$ cat src/logic/muldiv_pkg.sv
// M-extension funct3 type and codes, divider state enum and default data width.

package muldiv_pkg;

	// ******************************
	// Data width
	// ******************************
	localparam int DATA_WIDTH_DEF = 32; // RV32 operand width.

	// ******************************
	// Operation selector
	// ******************************
	typedef logic [2:0] funct3_t; // funct3 field of an M-extension instruction.

	// Multiply codes return one half of the double-width product.
	localparam funct3_t FUNCT3_MUL    = 3'd0; // SxS low half.
	localparam funct3_t FUNCT3_MULH   = 3'd1; // SxS high half.
	localparam funct3_t FUNCT3_MULHSU = 3'd2; // SxU high half.
	localparam funct3_t FUNCT3_MULHU  = 3'd3; // UxU high half.

	// Divide codes, bit 2 set for all four.
	// Bit 0 set means unsigned, bit 1 set means remainder.
	localparam funct3_t FUNCT3_DIV    = 3'd4; // Signed quotient.
	localparam funct3_t FUNCT3_DIVU   = 3'd5; // Unsigned quotient.
	localparam funct3_t FUNCT3_REM    = 3'd6; // Signed remainder.
	localparam funct3_t FUNCT3_REMU   = 3'd7; // Unsigned remainder.

	// ******************************
	// Divider FSM
	// ******************************
	typedef enum logic {
		DIV_IDLE, // Waiting for a start, results held.
		DIV_RUN   // Iterating one quotient bit per cycle.
	} div_state_e;

endpackage

$ cat src/logic/operand_unsign.sv
// Operand signedness decode, magnitudes and divide special-case flags.

module operand_unsign #(
	parameter int DATA_WIDTH = muldiv_pkg::DATA_WIDTH_DEF
) (
	input  logic [DATA_WIDTH-1:0] rs1_i,       // Multiplicand or dividend.
	input  logic [DATA_WIDTH-1:0] rs2_i,       // Multiplier or divisor.
	input  muldiv_pkg::funct3_t   funct3_i,    // Operation selector.
	output logic                  a_signed_o,  // rs1 taken as signed.
	output logic                  b_signed_o,  // rs2 taken as signed.
	output logic [DATA_WIDTH-1:0] a_mag_o,     // Magnitude of rs1.
	output logic [DATA_WIDTH-1:0] b_mag_o,     // Magnitude of rs2.
	output logic                  div_zero_o,  // Divisor is zero.
	output logic                  div_ovf_o,   // Signed overflow, most negative by minus one.
	output logic                  sign_diff_o  // Operand signs differ.
);
	import muldiv_pkg::*;

	localparam logic [DATA_WIDTH-1:0] MOST_NEG = {1'b1, {(DATA_WIDTH-1){1'b0}}};

	logic a_neg; // rs1 is a negative signed value.
	logic b_neg; // rs2 is a negative signed value.

	// ******************************
	// Signedness
	// ******************************
	// rs2 is signed for MUL, MULH, DIV and REM.
	assign b_signed_o = (funct3_i == FUNCT3_MUL) | (funct3_i == FUNCT3_MULH) |
		(funct3_i == FUNCT3_DIV) | (funct3_i == FUNCT3_REM);
	// rs1 adds MULHSU to that set.
	assign a_signed_o = b_signed_o | (funct3_i == FUNCT3_MULHSU);

	assign a_neg = a_signed_o & rs1_i[DATA_WIDTH-1];
	assign b_neg = b_signed_o & rs2_i[DATA_WIDTH-1];

	// ******************************
	// Magnitudes
	// ******************************
	// Two's complement only when the operand is signed and negative.
	assign a_mag_o = a_neg ? (~rs1_i + 1'b1) : rs1_i;
	assign b_mag_o = b_neg ? (~rs2_i + 1'b1) : rs2_i;

	// ******************************
	// Special cases
	// ******************************
	assign div_zero_o = (rs2_i == '0); // Any divide by zero.

	// Quotient 2^(W-1) does not fit, only for the signed codes.
	assign div_ovf_o = b_signed_o & (rs1_i == MOST_NEG) & (rs2_i == '1);

	// Sign of the signed quotient.
	assign sign_diff_o = rs1_i[DATA_WIDTH-1] ^ rs2_i[DATA_WIDTH-1];

endmodule

$ cat src/logic/mul_array.sv
// Registered signed, mixed and unsigned multiplier of the two operands.

module mul_array #(
	parameter int DATA_WIDTH = muldiv_pkg::DATA_WIDTH_DEF
) (
	input  logic                    clk,
	input  logic                    rstLow,     // Asynchronous, active low.
	input  logic [DATA_WIDTH-1:0]   a_i,        // Raw rs1.
	input  logic [DATA_WIDTH-1:0]   b_i,        // Raw rs2.
	input  logic                    a_signed_i, // Treat a_i as signed.
	input  logic                    b_signed_i, // Treat b_i as signed.
	output logic [2*DATA_WIDTH-1:0] product_o   // Registered product.
);

	localparam int EXT_W  = DATA_WIDTH + 1;   // One guard bit per operand.
	localparam int FULL_W = 2 * EXT_W;        // Full width of the extended product.

	logic signed [EXT_W-1:0]  a_ext;   // rs1 with sign or zero extension.
	logic signed [EXT_W-1:0]  b_ext;   // rs2 with sign or zero extension.
	logic signed [FULL_W-1:0] prod_full;

	// ******************************
	// Operand extension
	// ******************************
	// The extra bit copies the sign only for a signed operand.
	// An unsigned operand gets a zero and stays positive.
	assign a_ext = {a_signed_i & a_i[DATA_WIDTH-1], a_i};
	assign b_ext = {b_signed_i & b_i[DATA_WIDTH-1], b_i};

	// ******************************
	// Multiply
	// ******************************
	// One signed multiply covers all three forms.
	assign prod_full = a_ext * b_ext;

	// Two guard bits on top are never needed for the result.
	always_ff @(posedge clk or negedge rstLow) begin
		if (!rstLow) begin
			product_o <= '0;
		end else begin
			product_o <= prod_full[2*DATA_WIDTH-1:0]; // Every clock, no enable.
		end
	end

endmodule

$ cat src/logic/div_restoring.sv
// Unsigned restoring divider, one quotient bit per cycle.

module div_restoring #(
	parameter int DATA_WIDTH = muldiv_pkg::DATA_WIDTH_DEF
) (
	input  logic                  clk,
	input  logic                  rstLow,      // Asynchronous, active low.
	input  logic                  start_i,     // One-cycle start pulse.
	input  logic [DATA_WIDTH-1:0] dividend_i,  // Unsigned dividend.
	input  logic [DATA_WIDTH-1:0] divisor_i,   // Unsigned, nonzero divisor.
	output logic [DATA_WIDTH-1:0] quotient_o,  // Held until next start.
	output logic [DATA_WIDTH-1:0] remainder_o, // Held until next start.
	output logic                  busy_o       // High while iterating.
);
	import muldiv_pkg::*;

	localparam int                CNT_W     = $clog2(DATA_WIDTH);
	localparam logic [CNT_W-1:0]  LAST_ITER = CNT_W'(DATA_WIDTH - 1);

	div_state_e            state_q;  // FSM state.
	logic [CNT_W-1:0]      count_q;  // Iteration index.
	logic [DATA_WIDTH-1:0] rem_q;    // Partial remainder.
	logic [DATA_WIDTH-1:0] quo_q;    // Dividend bits out on top, quotient bits in below.
	logic [DATA_WIDTH-1:0] dsr_q;    // Latched divisor.
	logic [DATA_WIDTH:0]   shifted;  // Partial remainder with next dividend bit.
	logic [DATA_WIDTH:0]   trial;    // Trial subtraction.
	logic                  q_bit;    // New quotient bit.

	// ******************************
	// Trial subtraction
	// ******************************
	assign shifted = {rem_q, quo_q[DATA_WIDTH-1]};
	assign trial   = shifted - {1'b0, dsr_q};
	assign q_bit   = ~trial[DATA_WIDTH]; // No borrow, divisor fits.

	// ******************************
	// FSM and counter
	// ******************************
	always_ff @(posedge clk or negedge rstLow) begin
		if (!rstLow) begin
			state_q <= DIV_IDLE;
			count_q <= '0;
		end else begin
			case (state_q)
				DIV_IDLE: begin
					if (start_i) begin
						state_q <= DIV_RUN; // Load cycle, no iteration yet.
						count_q <= '0;
					end
				end
				DIV_RUN: begin
					if (count_q == LAST_ITER) begin
						state_q <= DIV_IDLE; // Last bit decided.
					end
					count_q <= count_q + 1'b1;
				end
				default: state_q <= DIV_IDLE;
			endcase
		end
	end

	// ******************************
	// Datapath
	// ******************************
	always_ff @(posedge clk) begin
		if ((state_q == DIV_IDLE) && start_i) begin
			rem_q <= '0;
			quo_q <= dividend_i;
			dsr_q <= divisor_i;
		end else if (state_q == DIV_RUN) begin
			// Keep the difference only when the subtraction did not borrow.
			rem_q <= q_bit ? trial[DATA_WIDTH-1:0] : shifted[DATA_WIDTH-1:0];
			quo_q <= {quo_q[DATA_WIDTH-2:0], q_bit};
		end
	end

	assign quotient_o  = quo_q;
	assign remainder_o = rem_q;
	assign busy_o      = (state_q == DIV_RUN);

endmodule

$ cat src/logic/muldiv_control.sv
// Divider start pulse, remembered operands for single-cycle remainders and busy level.

module muldiv_control #(
	parameter int DATA_WIDTH = muldiv_pkg::DATA_WIDTH_DEF
) (
	input  logic                  clk,
	input  logic                  rstLow,      // Asynchronous, active low.
	input  logic                  start_i,     // Request strobe from the core.
	input  muldiv_pkg::funct3_t   funct3_i,    // Operation selector.
	input  logic [DATA_WIDTH-1:0] rs1_i,       // Dividend.
	input  logic [DATA_WIDTH-1:0] rs2_i,       // Divisor.
	input  logic                  div_zero_i,  // Divide by zero.
	input  logic                  div_ovf_i,   // Signed overflow.
	input  logic                  div_busy_i,  // Divider running.
	output logic                  div_start_o, // One-cycle divider start.
	output logic                  busy_o       // Core must wait while high.
);
	import muldiv_pkg::*;

	logic [DATA_WIDTH-1:0] a_prev_q;      // Dividend of the last started divide.
	logic [DATA_WIDTH-1:0] b_prev_q;      // Divisor of the last started divide.
	funct3_t               funct3_prev_q; // Last request that was not a repeat.
	logic                  start_flag_q;  // Divide in flight.
	logic                  is_div;        // Any of the four divide codes.
	logic                  div_fast;      // Divide answered without the divider.
	logic                  repeat_rem;    // Remainder of the quotient just computed.

	// ******************************
	// Repeat detection
	// ******************************
	// REM pairs with DIV and REMU with DIVU, never across.
	assign repeat_rem = (((funct3_i == FUNCT3_REM) && (funct3_prev_q == FUNCT3_DIV)) ||
		((funct3_i == FUNCT3_REMU) && (funct3_prev_q == FUNCT3_DIVU))) &&
		(rs1_i == a_prev_q) && (rs2_i == b_prev_q);

	assign is_div   = funct3_i[2];
	assign div_fast = is_div & (div_zero_i | div_ovf_i | repeat_rem);

	// ******************************
	// Divider start
	// ******************************
	// Blocked while a divide is in flight, so a start during busy is dropped.
	assign div_start_o = start_i & is_div & ~div_fast & ~start_flag_q;

	// Set by the start, cleared once the divider has finished.
	always_ff @(posedge clk or negedge rstLow) begin
		if (!rstLow) begin
			start_flag_q <= 1'b0;
		end else begin
			start_flag_q <= start_flag_q ? div_busy_i : div_start_o;
		end
	end

	// ******************************
	// Remembered request
	// ******************************
	always_ff @(posedge clk or negedge rstLow) begin
		if (!rstLow) begin
			a_prev_q      <= '0;
			b_prev_q      <= '0;
			funct3_prev_q <= FUNCT3_MUL;
		end else begin
			if (div_start_o) begin
				a_prev_q <= rs1_i; // Operands behind the held divider results.
				b_prev_q <= rs2_i;
			end
			if (start_i && !repeat_rem) begin
				funct3_prev_q <= funct3_i; // A repeat keeps the pairing alive.
			end
		end
	end

	// Start cycle of anything but a fast divide, then the divider run.
	assign busy_o = (start_i & ~div_fast) | div_busy_i;

endmodule

$ cat src/logic/muldiv_result.sv
// Sign correction, divide special cases and output select by funct3.

module muldiv_result #(
	parameter int DATA_WIDTH = muldiv_pkg::DATA_WIDTH_DEF
) (
	input  muldiv_pkg::funct3_t     funct3_i,    // Operation selector.
	input  logic [DATA_WIDTH-1:0]   rs1_i,       // Raw dividend.
	input  logic [2*DATA_WIDTH-1:0] product_i,   // Registered product.
	input  logic [DATA_WIDTH-1:0]   quotient_i,  // Unsigned quotient of magnitudes.
	input  logic [DATA_WIDTH-1:0]   remainder_i, // Unsigned remainder of magnitudes.
	input  logic                    div_zero_i,  // Divide by zero.
	input  logic                    div_ovf_i,   // Signed overflow.
	input  logic                    sign_diff_i, // Operand signs differ.
	output logic [DATA_WIDTH-1:0]   c_o          // Result to the core.
);
	import muldiv_pkg::*;

	logic                  unsigned_div; // DIVU or REMU.
	logic [DATA_WIDTH-1:0] q_signed;     // Quotient with sign applied.
	logic [DATA_WIDTH-1:0] r_signed;     // Remainder with sign applied.
	logic [DATA_WIDTH-1:0] q_out;        // Final quotient.
	logic [DATA_WIDTH-1:0] r_out;        // Final remainder.
	logic [DATA_WIDTH-1:0] prod_lo;
	logic [DATA_WIDTH-1:0] prod_hi;

	assign unsigned_div = funct3_i[0];

	// ******************************
	// Sign correction
	// ******************************
	// Quotient is negative when the signs differ.
	assign q_signed = sign_diff_i ? (~quotient_i + 1'b1) : quotient_i;

	// Remainder takes the dividend sign.
	// A zero remainder stays zero after negation.
	assign r_signed = rs1_i[DATA_WIDTH-1] ? (~remainder_i + 1'b1) : remainder_i;

	// ******************************
	// Special cases
	// ******************************
	always_comb begin
		if (div_zero_i) begin
			q_out = '1;    // Quotient of all ones.
			r_out = rs1_i; // Remainder is the dividend.
		end else if (div_ovf_i) begin
			q_out = rs1_i; // Most negative value back.
			r_out = '0;
		end else if (unsigned_div) begin
			q_out = quotient_i;
			r_out = remainder_i;
		end else begin
			q_out = q_signed;
			r_out = r_signed;
		end
	end

	// ******************************
	// Output select
	// ******************************
	assign prod_lo = product_i[DATA_WIDTH-1:0];
	assign prod_hi = product_i[2*DATA_WIDTH-1:DATA_WIDTH];

	always_comb begin
		case (funct3_i)
			FUNCT3_MUL:    c_o = prod_lo;
			FUNCT3_MULH:   c_o = prod_hi;
			FUNCT3_MULHSU: c_o = prod_hi; // Signedness already in the product.
			FUNCT3_MULHU:  c_o = prod_hi;
			FUNCT3_DIV:    c_o = q_out;
			FUNCT3_DIVU:   c_o = q_out;
			FUNCT3_REM:    c_o = r_out;
			FUNCT3_REMU:   c_o = r_out;
			default:       c_o = prod_lo;
		endcase
	end

endmodule

$ cat src/logic/muldiv_unit.sv
// Top level of the M-extension multiply and divide unit.

module muldiv_unit #(
	parameter int DATA_WIDTH = muldiv_pkg::DATA_WIDTH_DEF
) (
	input  logic                  clk,
	input  logic                  rstLow,   // Asynchronous, active low.
	input  logic                  start_i,  // One-cycle request strobe.
	input  logic [DATA_WIDTH-1:0] rs1_i,    // Held until busy_o is low.
	input  logic [DATA_WIDTH-1:0] rs2_i,    // Held until busy_o is low.
	input  muldiv_pkg::funct3_t   funct3_i, // Operation selector.
	output logic [DATA_WIDTH-1:0] c_o,      // Valid while busy_o is low.
	output logic                  busy_o    // Core polls this level.
);

	logic                    a_signed;
	logic                    b_signed;
	logic [DATA_WIDTH-1:0]   a_mag;
	logic [DATA_WIDTH-1:0]   b_mag;
	logic                    div_zero;
	logic                    div_ovf;
	logic                    sign_diff;
	logic [2*DATA_WIDTH-1:0] product;
	logic [DATA_WIDTH-1:0]   quotient;
	logic [DATA_WIDTH-1:0]   remainder;
	logic                    div_start;
	logic                    div_busy;

	// ******************************
	// Operand decode
	// ******************************
	operand_unsign #(.DATA_WIDTH(DATA_WIDTH)) u_operand_unsign (
		.rs1_i(rs1_i), .rs2_i(rs2_i), .funct3_i(funct3_i),
		.a_signed_o(a_signed), .b_signed_o(b_signed),
		.a_mag_o(a_mag), .b_mag_o(b_mag),
		.div_zero_o(div_zero), .div_ovf_o(div_ovf), .sign_diff_o(sign_diff)
	);

	// ******************************
	// Arithmetic
	// ******************************
	mul_array #(.DATA_WIDTH(DATA_WIDTH)) u_mul_array (
		.clk(clk), .rstLow(rstLow), .a_i(rs1_i), .b_i(rs2_i),
		.a_signed_i(a_signed), .b_signed_i(b_signed), .product_o(product)
	);

	div_restoring #(.DATA_WIDTH(DATA_WIDTH)) u_div_restoring (
		.clk(clk), .rstLow(rstLow), .start_i(div_start),
		.dividend_i(a_mag), .divisor_i(b_mag),
		.quotient_o(quotient), .remainder_o(remainder), .busy_o(div_busy)
	);

	// ******************************
	// Control and result
	// ******************************
	muldiv_control #(.DATA_WIDTH(DATA_WIDTH)) u_muldiv_control (
		.clk(clk), .rstLow(rstLow), .start_i(start_i), .funct3_i(funct3_i),
		.rs1_i(rs1_i), .rs2_i(rs2_i), .div_zero_i(div_zero), .div_ovf_i(div_ovf),
		.div_busy_i(div_busy), .div_start_o(div_start), .busy_o(busy_o)
	);

	muldiv_result #(.DATA_WIDTH(DATA_WIDTH)) u_muldiv_result (
		.funct3_i(funct3_i), .rs1_i(rs1_i), .product_i(product),
		.quotient_i(quotient), .remainder_i(remainder),
		.div_zero_i(div_zero), .div_ovf_i(div_ovf), .sign_diff_i(sign_diff),
		.c_o(c_o)
	);

endmodule

$ cat config.mk
export PLATFORM = sky130hd
export DESIGN_NAME = muldiv_unit
export DESIGN_NICKNAME = d
export VERILOG_FILES = /design/src/logic/muldiv_pkg.sv /design/src/logic/operand_unsign.sv /design/src/logic/mul_array.sv /design/src/logic/div_restoring.sv /design/src/logic/muldiv_control.sv /design/src/logic/muldiv_result.sv /design/src/logic/muldiv_unit.sv
export SDC_FILE = /design/constraint.sdc
export NUM_CORES = 2
export LEC_CHECK = 0
export BUFFER_PORTS_ARGS = -buffer_cell sky130_fd_sc_hd__buf_4
export CAP_MARGIN = 20
export CORE_MARGIN = 1
export CORE_UTILIZATION = 50
export CTS_BUF_LIST = sky130_fd_sc_hd__clkbuf_4 sky130_fd_sc_hd__clkbuf_8
export DETAILED_ROUTE_END_ITERATION = 10
export GPL_ROUTABILITY_DRIVEN = 0
export GPL_TIMING_DRIVEN = 0
export PLACE_DENSITY = 0.7
export SLEW_MARGIN = 20
export SYNTH_ARGS = -nofsm -noshare
export SYNTH_HDL_FRONTEND = slang
export SYNTH_SLANG_ARGS = --single-unit
$ cat constraint.sdc
create_clock -name clk -period 3.55 [get_ports clk]
set_input_delay 0 -clock clk [delete_from_list [all_inputs] [get_ports clk]]
set_output_delay 0 -clock clk [all_outputs]
set_load 0.02 [all_outputs]
# Word-level counts from Yosys, hierarchy flattened
# Index checks and enable logic that the tools add are counted.
# word_totals
wordCells	91
register_bits	234
output_inout_bits	33
inputBits	70
# op_classes
muxes	20
multipliers	1
n_eq_ne	15
addsub	6
n_reduce_logical	14
bitwise	25
# op_table
operator	count
32-bit 2-to-1 mux	13
32-bit by 1-bit adder with 32-bit output, second input constant	4
32-bit inverter	4
32-bit case mux with 4 select lines	1
32-bit == test	2
32-bit == test, second input constant	2
33-bit by 33-bit multiplier with 64-bit output	1
33-bit by 32-bit subtractor with 33-bit output	1
32-bit zero test	1
3-bit == test, second input constant	6
5-bit case mux with 2 select lines	1
1-bit AND	9
1-bit bitwise OR	7
3-bit by 2-bit == test with 1-bit output, second input constant	2
1-bit logical AND	6
5-bit by 1-bit adder with 5-bit output, second input constant	1
5-bit == test, second input constant	1
5-bit 2-to-1 mux	1
1-bit inverter	4
2-bit OR reduction	2
3-bit by 1-bit == test with 1-bit output, second input constant	1
3-bit zero test	1
1-bit 2-to-1 mux	3
3-bit OR reduction	1
other kinds (6)	6

# Longest topological paths before layout
# logic_depth
word_depth	14
ltp_mapped	34
depth_no_buf	29

# Hierarchy
# A second synthesis with hierarchy kept.
# unflattened
hier_cells	5806
area_unflattened_um2	53649.0
# by_module_without_submodules
mod	seq_area_each_um2	area_per_inst_um2	n_inst	cells_per_inst
mul_array	1601.5	39452.8	1	4225
div_restoring	2712.6	6158.4	1	610
muldiv_control	1701.6	3480.8	1	246
muldiv_result	0.0	2972.9	1	496
operand_unsign	0.0	1584.0	1	229

# Worst setup path before layout
# No wires, ideal clock.
# synth_timing
path_type	input-to-reg
startpoint	input funct3_i[2]
endpoint	register u_mul_array.product_o[63]
slack_ps	-5339
setup_ps	80
path_buffers	5
t_arrival_ps	8809
path_stages	29
required_ps	3470
cell_sequence	buf_2 > o21ai_1 > and2_1 > clkbuf_1 > clkbuf_1 > buf_1 > nand2_1 > fa_1 > inv_1 > fa_1 > fa_1 > inv_1 > fa_1 > inv_1 > fa_1 > fa_1 > fa_1 > inv_1 > fa_1 > inv_1 > ha_1 > clkbuf_1 > and3_1 > a211oi_1 > a311oi_1 > a2111oi_0 > o21ai_0 > a21oi_1 > xnor2_1
# synth_between
elab_chain_cells	7
elab_cells_between_ends	12
cone_classes	mul (1); eq/ne (4); bitwise (6); reduce/logical (1)
# synth_rtl
element	line	source
start: declaration	muldiv_unit.sv:11	input muldiv_pkg::funct3_t funct3_i,
3-bit by 1-bit == test with 1-bit output or 3-bit zero test (tied branches)	operand_unsign.sv:28	assign b_signed_o = (funct3_i == FUNCT3_MUL) | (funct3_i == FUNCT3_MULH) |
1-bit bitwise OR (2 in series)	operand_unsign.sv:28	
1-bit bitwise OR	operand_unsign.sv:29	(funct3_i == FUNCT3_DIV) | (funct3_i == FUNCT3_REM);
1-bit bitwise OR	operand_unsign.sv:31	assign a_signed_o = b_signed_o | (funct3_i == FUNCT3_MULHSU);
1-bit AND	mul_array.sv:27	assign a_ext = {a_signed_i & a_i[DATA_WIDTH-1], a_i};
33-bit by 33-bit multiplier with 64-bit output (*)	mul_array.sv:34	assign prod_full = a_ext * b_ext;
named net u_mul_array.prod_full[63]	mul_array.sv:20	logic signed [FULL_W-1:0] prod_full;
end signal: assignment	mul_array.sv:41	product_o <= prod_full[2*DATA_WIDTH-1:0];
end: declaration	mul_array.sv:12	output logic [2*DATA_WIDTH-1:0] product_o
# Mark *: on every way through the listed nets, which the timed path passes. The rest lies on a longest branch.
# A chain may end at the register's enable or synchronous reset.

# Final worst setup path
# layout_timing
startpoint	input funct3_i[2]
endpoint	register u_mul_array.product_o[57]
# Same word-level chain as after synthesis.

==> results.cfg <==
[yosys]
synth_edf_count = 64
synth_xor_xnor_area_share_pct = 4.56
synthArstFlopShare_pct = 59.0
synth_compound_area_share_pct = 7.29
avgSynthCellArea_um2 = 9.00
synth-seq-cells = 234
postSynthCellCount = 5829
synth_cell_types = 78
syn_area_um2 = 52400
synth-main-ff-cell = dfrtp_1
synth-simple-area-share_pct = 13.8
yosys_warnings = 0
synth_top_family_by_area = adder cells
synth_adder_area_share_pct = 49.0
synthMuxAreaShare_pct = 2.06
syn-num-nets = 7277
synth_seq_area_share_pct = 11.5

[die]
num_io_pins = 103
die-area_um2 = 106000
start_util_pct = 50.5
die_y_um = 326
rows = 118
core_region_area_um2 = 104000
dieWidth_um = 326

[setup_path]
crit_arrival_ns = 8.00
crit_path_frequent_cell = fa_1
required_ns = 4.03
cpLargestDelayFamily = adder cells
critical_path_class = in -> reg
path_buf_inv = 9
cp-start-kind = input pin
cpMaxStageDelayCell = fa_2
max_stage_delay_ns = 0.57
cp_max_fo = 9
end_kind = flop

[global_route]
track_usage_pct = 38.3
grt_antenna_before_repair = 18
grt_pass1_vias = 46000
grt_first_pass_wirelength_um = 298000
gr-total-overflow = 0
grt_max_degree = 97

[clock_tree]
cts.clk_slew.worst_paths_ns = 0.06
clock_path_buffers = 3
clkLatencyLatePin_ns = 0.62
cts_root_buffer = clkbuf_8
numCtsBuffers = 41
cts_tree = yes
clock_tree.htree_level_count = 2
cts_sinks = 234

[sta]
fin_ws_ns = -3.97
final-hold-violation-count = 1
fmax_mhz = 133
post-route-period-util_pct = 212
hold_ws_ns = -0.00988
finalSetupViolations = 98
skew_ns = 0.0464
tightest_slew_ns = 0.926
fin_crit_ns = 7.52
rsz0062_at_grt = true
maxSlewViolCount = 0
maxSlewHeadroom_pct = 36.7

[route]
drt_wl_total_um = 205000
vias = 45600
drt.antenna.violating_nets = 0
wl_per_cell_um = 27.0
dr.pass1.iters = 11
remaining_drc_errors = 214
drt_iter0_drc = 6686
avgViaCountPerCell = 5.99

[flow_run]
cap_violations = 0

[layout]
syn2layout_area_growth_pct = 18.9
num-fill-cells = 8431
finalNetCount = 7639
final_common_cell = inv_1
finish.utilization_pct = 60.1
regArea_um2 = 6020
multi_input_area_um2 = 42400
mostFrequentLayoutCells = inv_1, fa_1, nand2_1, buf_4, and2_1
drive_above_1_share_pct = 17.2

[run_status]
violations = DRC, hold timing, setup timing
status = complete, but fails checks

[placed_design]
hpwl_um = 159000
numPortBuffers = 94

[min_path]
hp-class = in -> reg
-- sequential cells by signal, summed over array words and instances, names as in the netlist --
name,count
u_mul_array.product_o,64
u_div_restoring.dsr_q,32
u_div_restoring.quotient_o,32
u_div_restoring.remainder_o,32
u_muldiv_control.a_prev_q,32
u_muldiv_control.b_prev_q,32
u_div_restoring.count_q,5
u_muldiv_control.funct3_prev_q,3
u_div_restoring.busy_o,1
u_muldiv_control.start_flag_q,1
-- worst paths after layout --
check | from | to | slack, ns | cells past startpoint
worst min register to register | u_muldiv_control.funct3_prev_q[1]$_DFFE_PN0P_ | u_muldiv_control.funct3_prev_q[1]$_DFFE_PN0P_ | 0.50 | 2
min in group asynchronous | rstLow | u_div_restoring.count_q[4]$_DFFE_PN0P_ | 0.52 | 4
worst max-delay path | funct3_i[2] | u_mul_array.product_o[57]$_DFF_PN0_ | -3.97 | 31
worst max register to register | u_div_restoring.quotient_o[31]$_DFFE_PP_ | u_div_restoring.remainder_o[2]$_SDFFE_PP0P_ | -0.14 | 15
worst min-delay path | rs2_i[15] | u_muldiv_control.b_prev_q[15]$_DFFE_PN0P_ | -0.01 | 4
max in group asynchronous | rstLow | u_mul_array.product_o[12]$_DFF_PN0_ | 2.50 | 4
-- through the flow --
| stage | instance area [µm²] | std cells | hold slack (ns) | setup slack (ns) | TNS, ns |
|---|---|---|---|---|---|
| global placement | 56300 | 7303 | 0.373 | -6.81 | -474.33 |
| finish | 62400 | 7612 | -0.00988 | -3.97 | -166.99 |
| CTS | 60600 | 7504 | 0.000767 | -3.84 | -191.12 |
| global route | 62400 | 7603 | -0.00189 | -4.06 | -178.94 |
| detailed placement | 56400 | 7305 | -0.0915 | -6.86 | -413.18 |
| floorplan | 53900 | 5829 | -0.296 | -4.05 | -149.89 |
-- cells in the mapped netlist, drive strengths merged, types with 17 or more instances --
master | n | area [µm²]
a21oi | 184 | 921
inv | 1275 | 4790
o21ai | 162 | 811
buf | 112 | 514
dfxtp | 32 | 641
and2 | 245 | 1540
a21o | 47 | 353
nand2 | 960 | 3620
a31oi | 19 | 119
clkbuf | 235 | 882
xnor2 | 184 | 1610
ha | 252 | 3150
nand4 | 33 | 206
o31ai | 26 | 195
fa | 1126 | 22500
o22ai | 24 | 150
mux2 | 55 | 698
nor2 | 180 | 683
nor4 | 21 | 131
nand3 | 34 | 170
dfrtp | 138 | 3450
nor3 | 39 | 195
nand2b | 17 | 106
and3 | 25 | 156
mux2i | 38 | 380
xor2 | 89 | 780
edfxtp | 64 | 1920
o21a | 19 | 143
-- metal layers --
layer	part of all wire (%)	up-vias	GRT usage, %
li1	-	18300	-
met1	34	22600	47.9
met2	41	3702	55.4
met3	16	985	15.2
met4	8.6	12	24.1
met5	0.062	-	1.15
-- kinds of logic (layout without fill, tap and decap cells) --
logic type               after synthesis  in the layout
buffers and inverters               1624           2017
AND/OR/NAND/NOR                     1613           1613
adder cells (fa/ha/maj)             1378           1378
AO/OA/AOI/OAI                        614            614
XOR/XNOR                             273            273
flip-flops                           234            234
multiplexers                          93             93
other                                  0             10
-- what timing repair did --
action / 4_1_cts / 5_1_grt
buffers inserted: 94 / 100
hold buffers: 46 / 3
gates cloned: 0 / 2
gates resized for setup: 583 / 325
pin swaps: 141 / 176
endpoints found under the hold margin: 188 / 3
endpoints found under the setup margin: 230 / 264
-- worst reg2reg max path, stage by stage (launching register included) --
cell	delay [ns]
edfxtp_1	0.35
inv_1	0.15
ha_1	0.25
fa_2	0.25
nor2b_2	0.06
o2111ai_2	0.24
a21boi_2	0.13
a2111o_1	0.49
a21oi_4	0.24
o211ai_1	0.16
a211o_1	0.28
o211ai_1	0.18
clkbuf_8	0.29
clkbuf_8	0.25
nand3_1	0.10
o311ai_0	0.15
-- cell type report --
type | instances | share of cell area (%)
Clock inverter | 5 | 0.0842
Inverter | 1277 | 7.74
Clock buffer | 69 | 1.29
Tap cell | 1380 | 2.77
Multi-Input combinational cell | 3971 | 68.0
Antenna cell | 10 | 0.0401
Timing Repair Buffer | 337 | 4.81
Buffer | 329 | 5.58
Sequential cell | 234 | 9.65
Power is not shown: default switching activity piles up to over one toggle a cycle in this logic, so the estimate is an artifact.
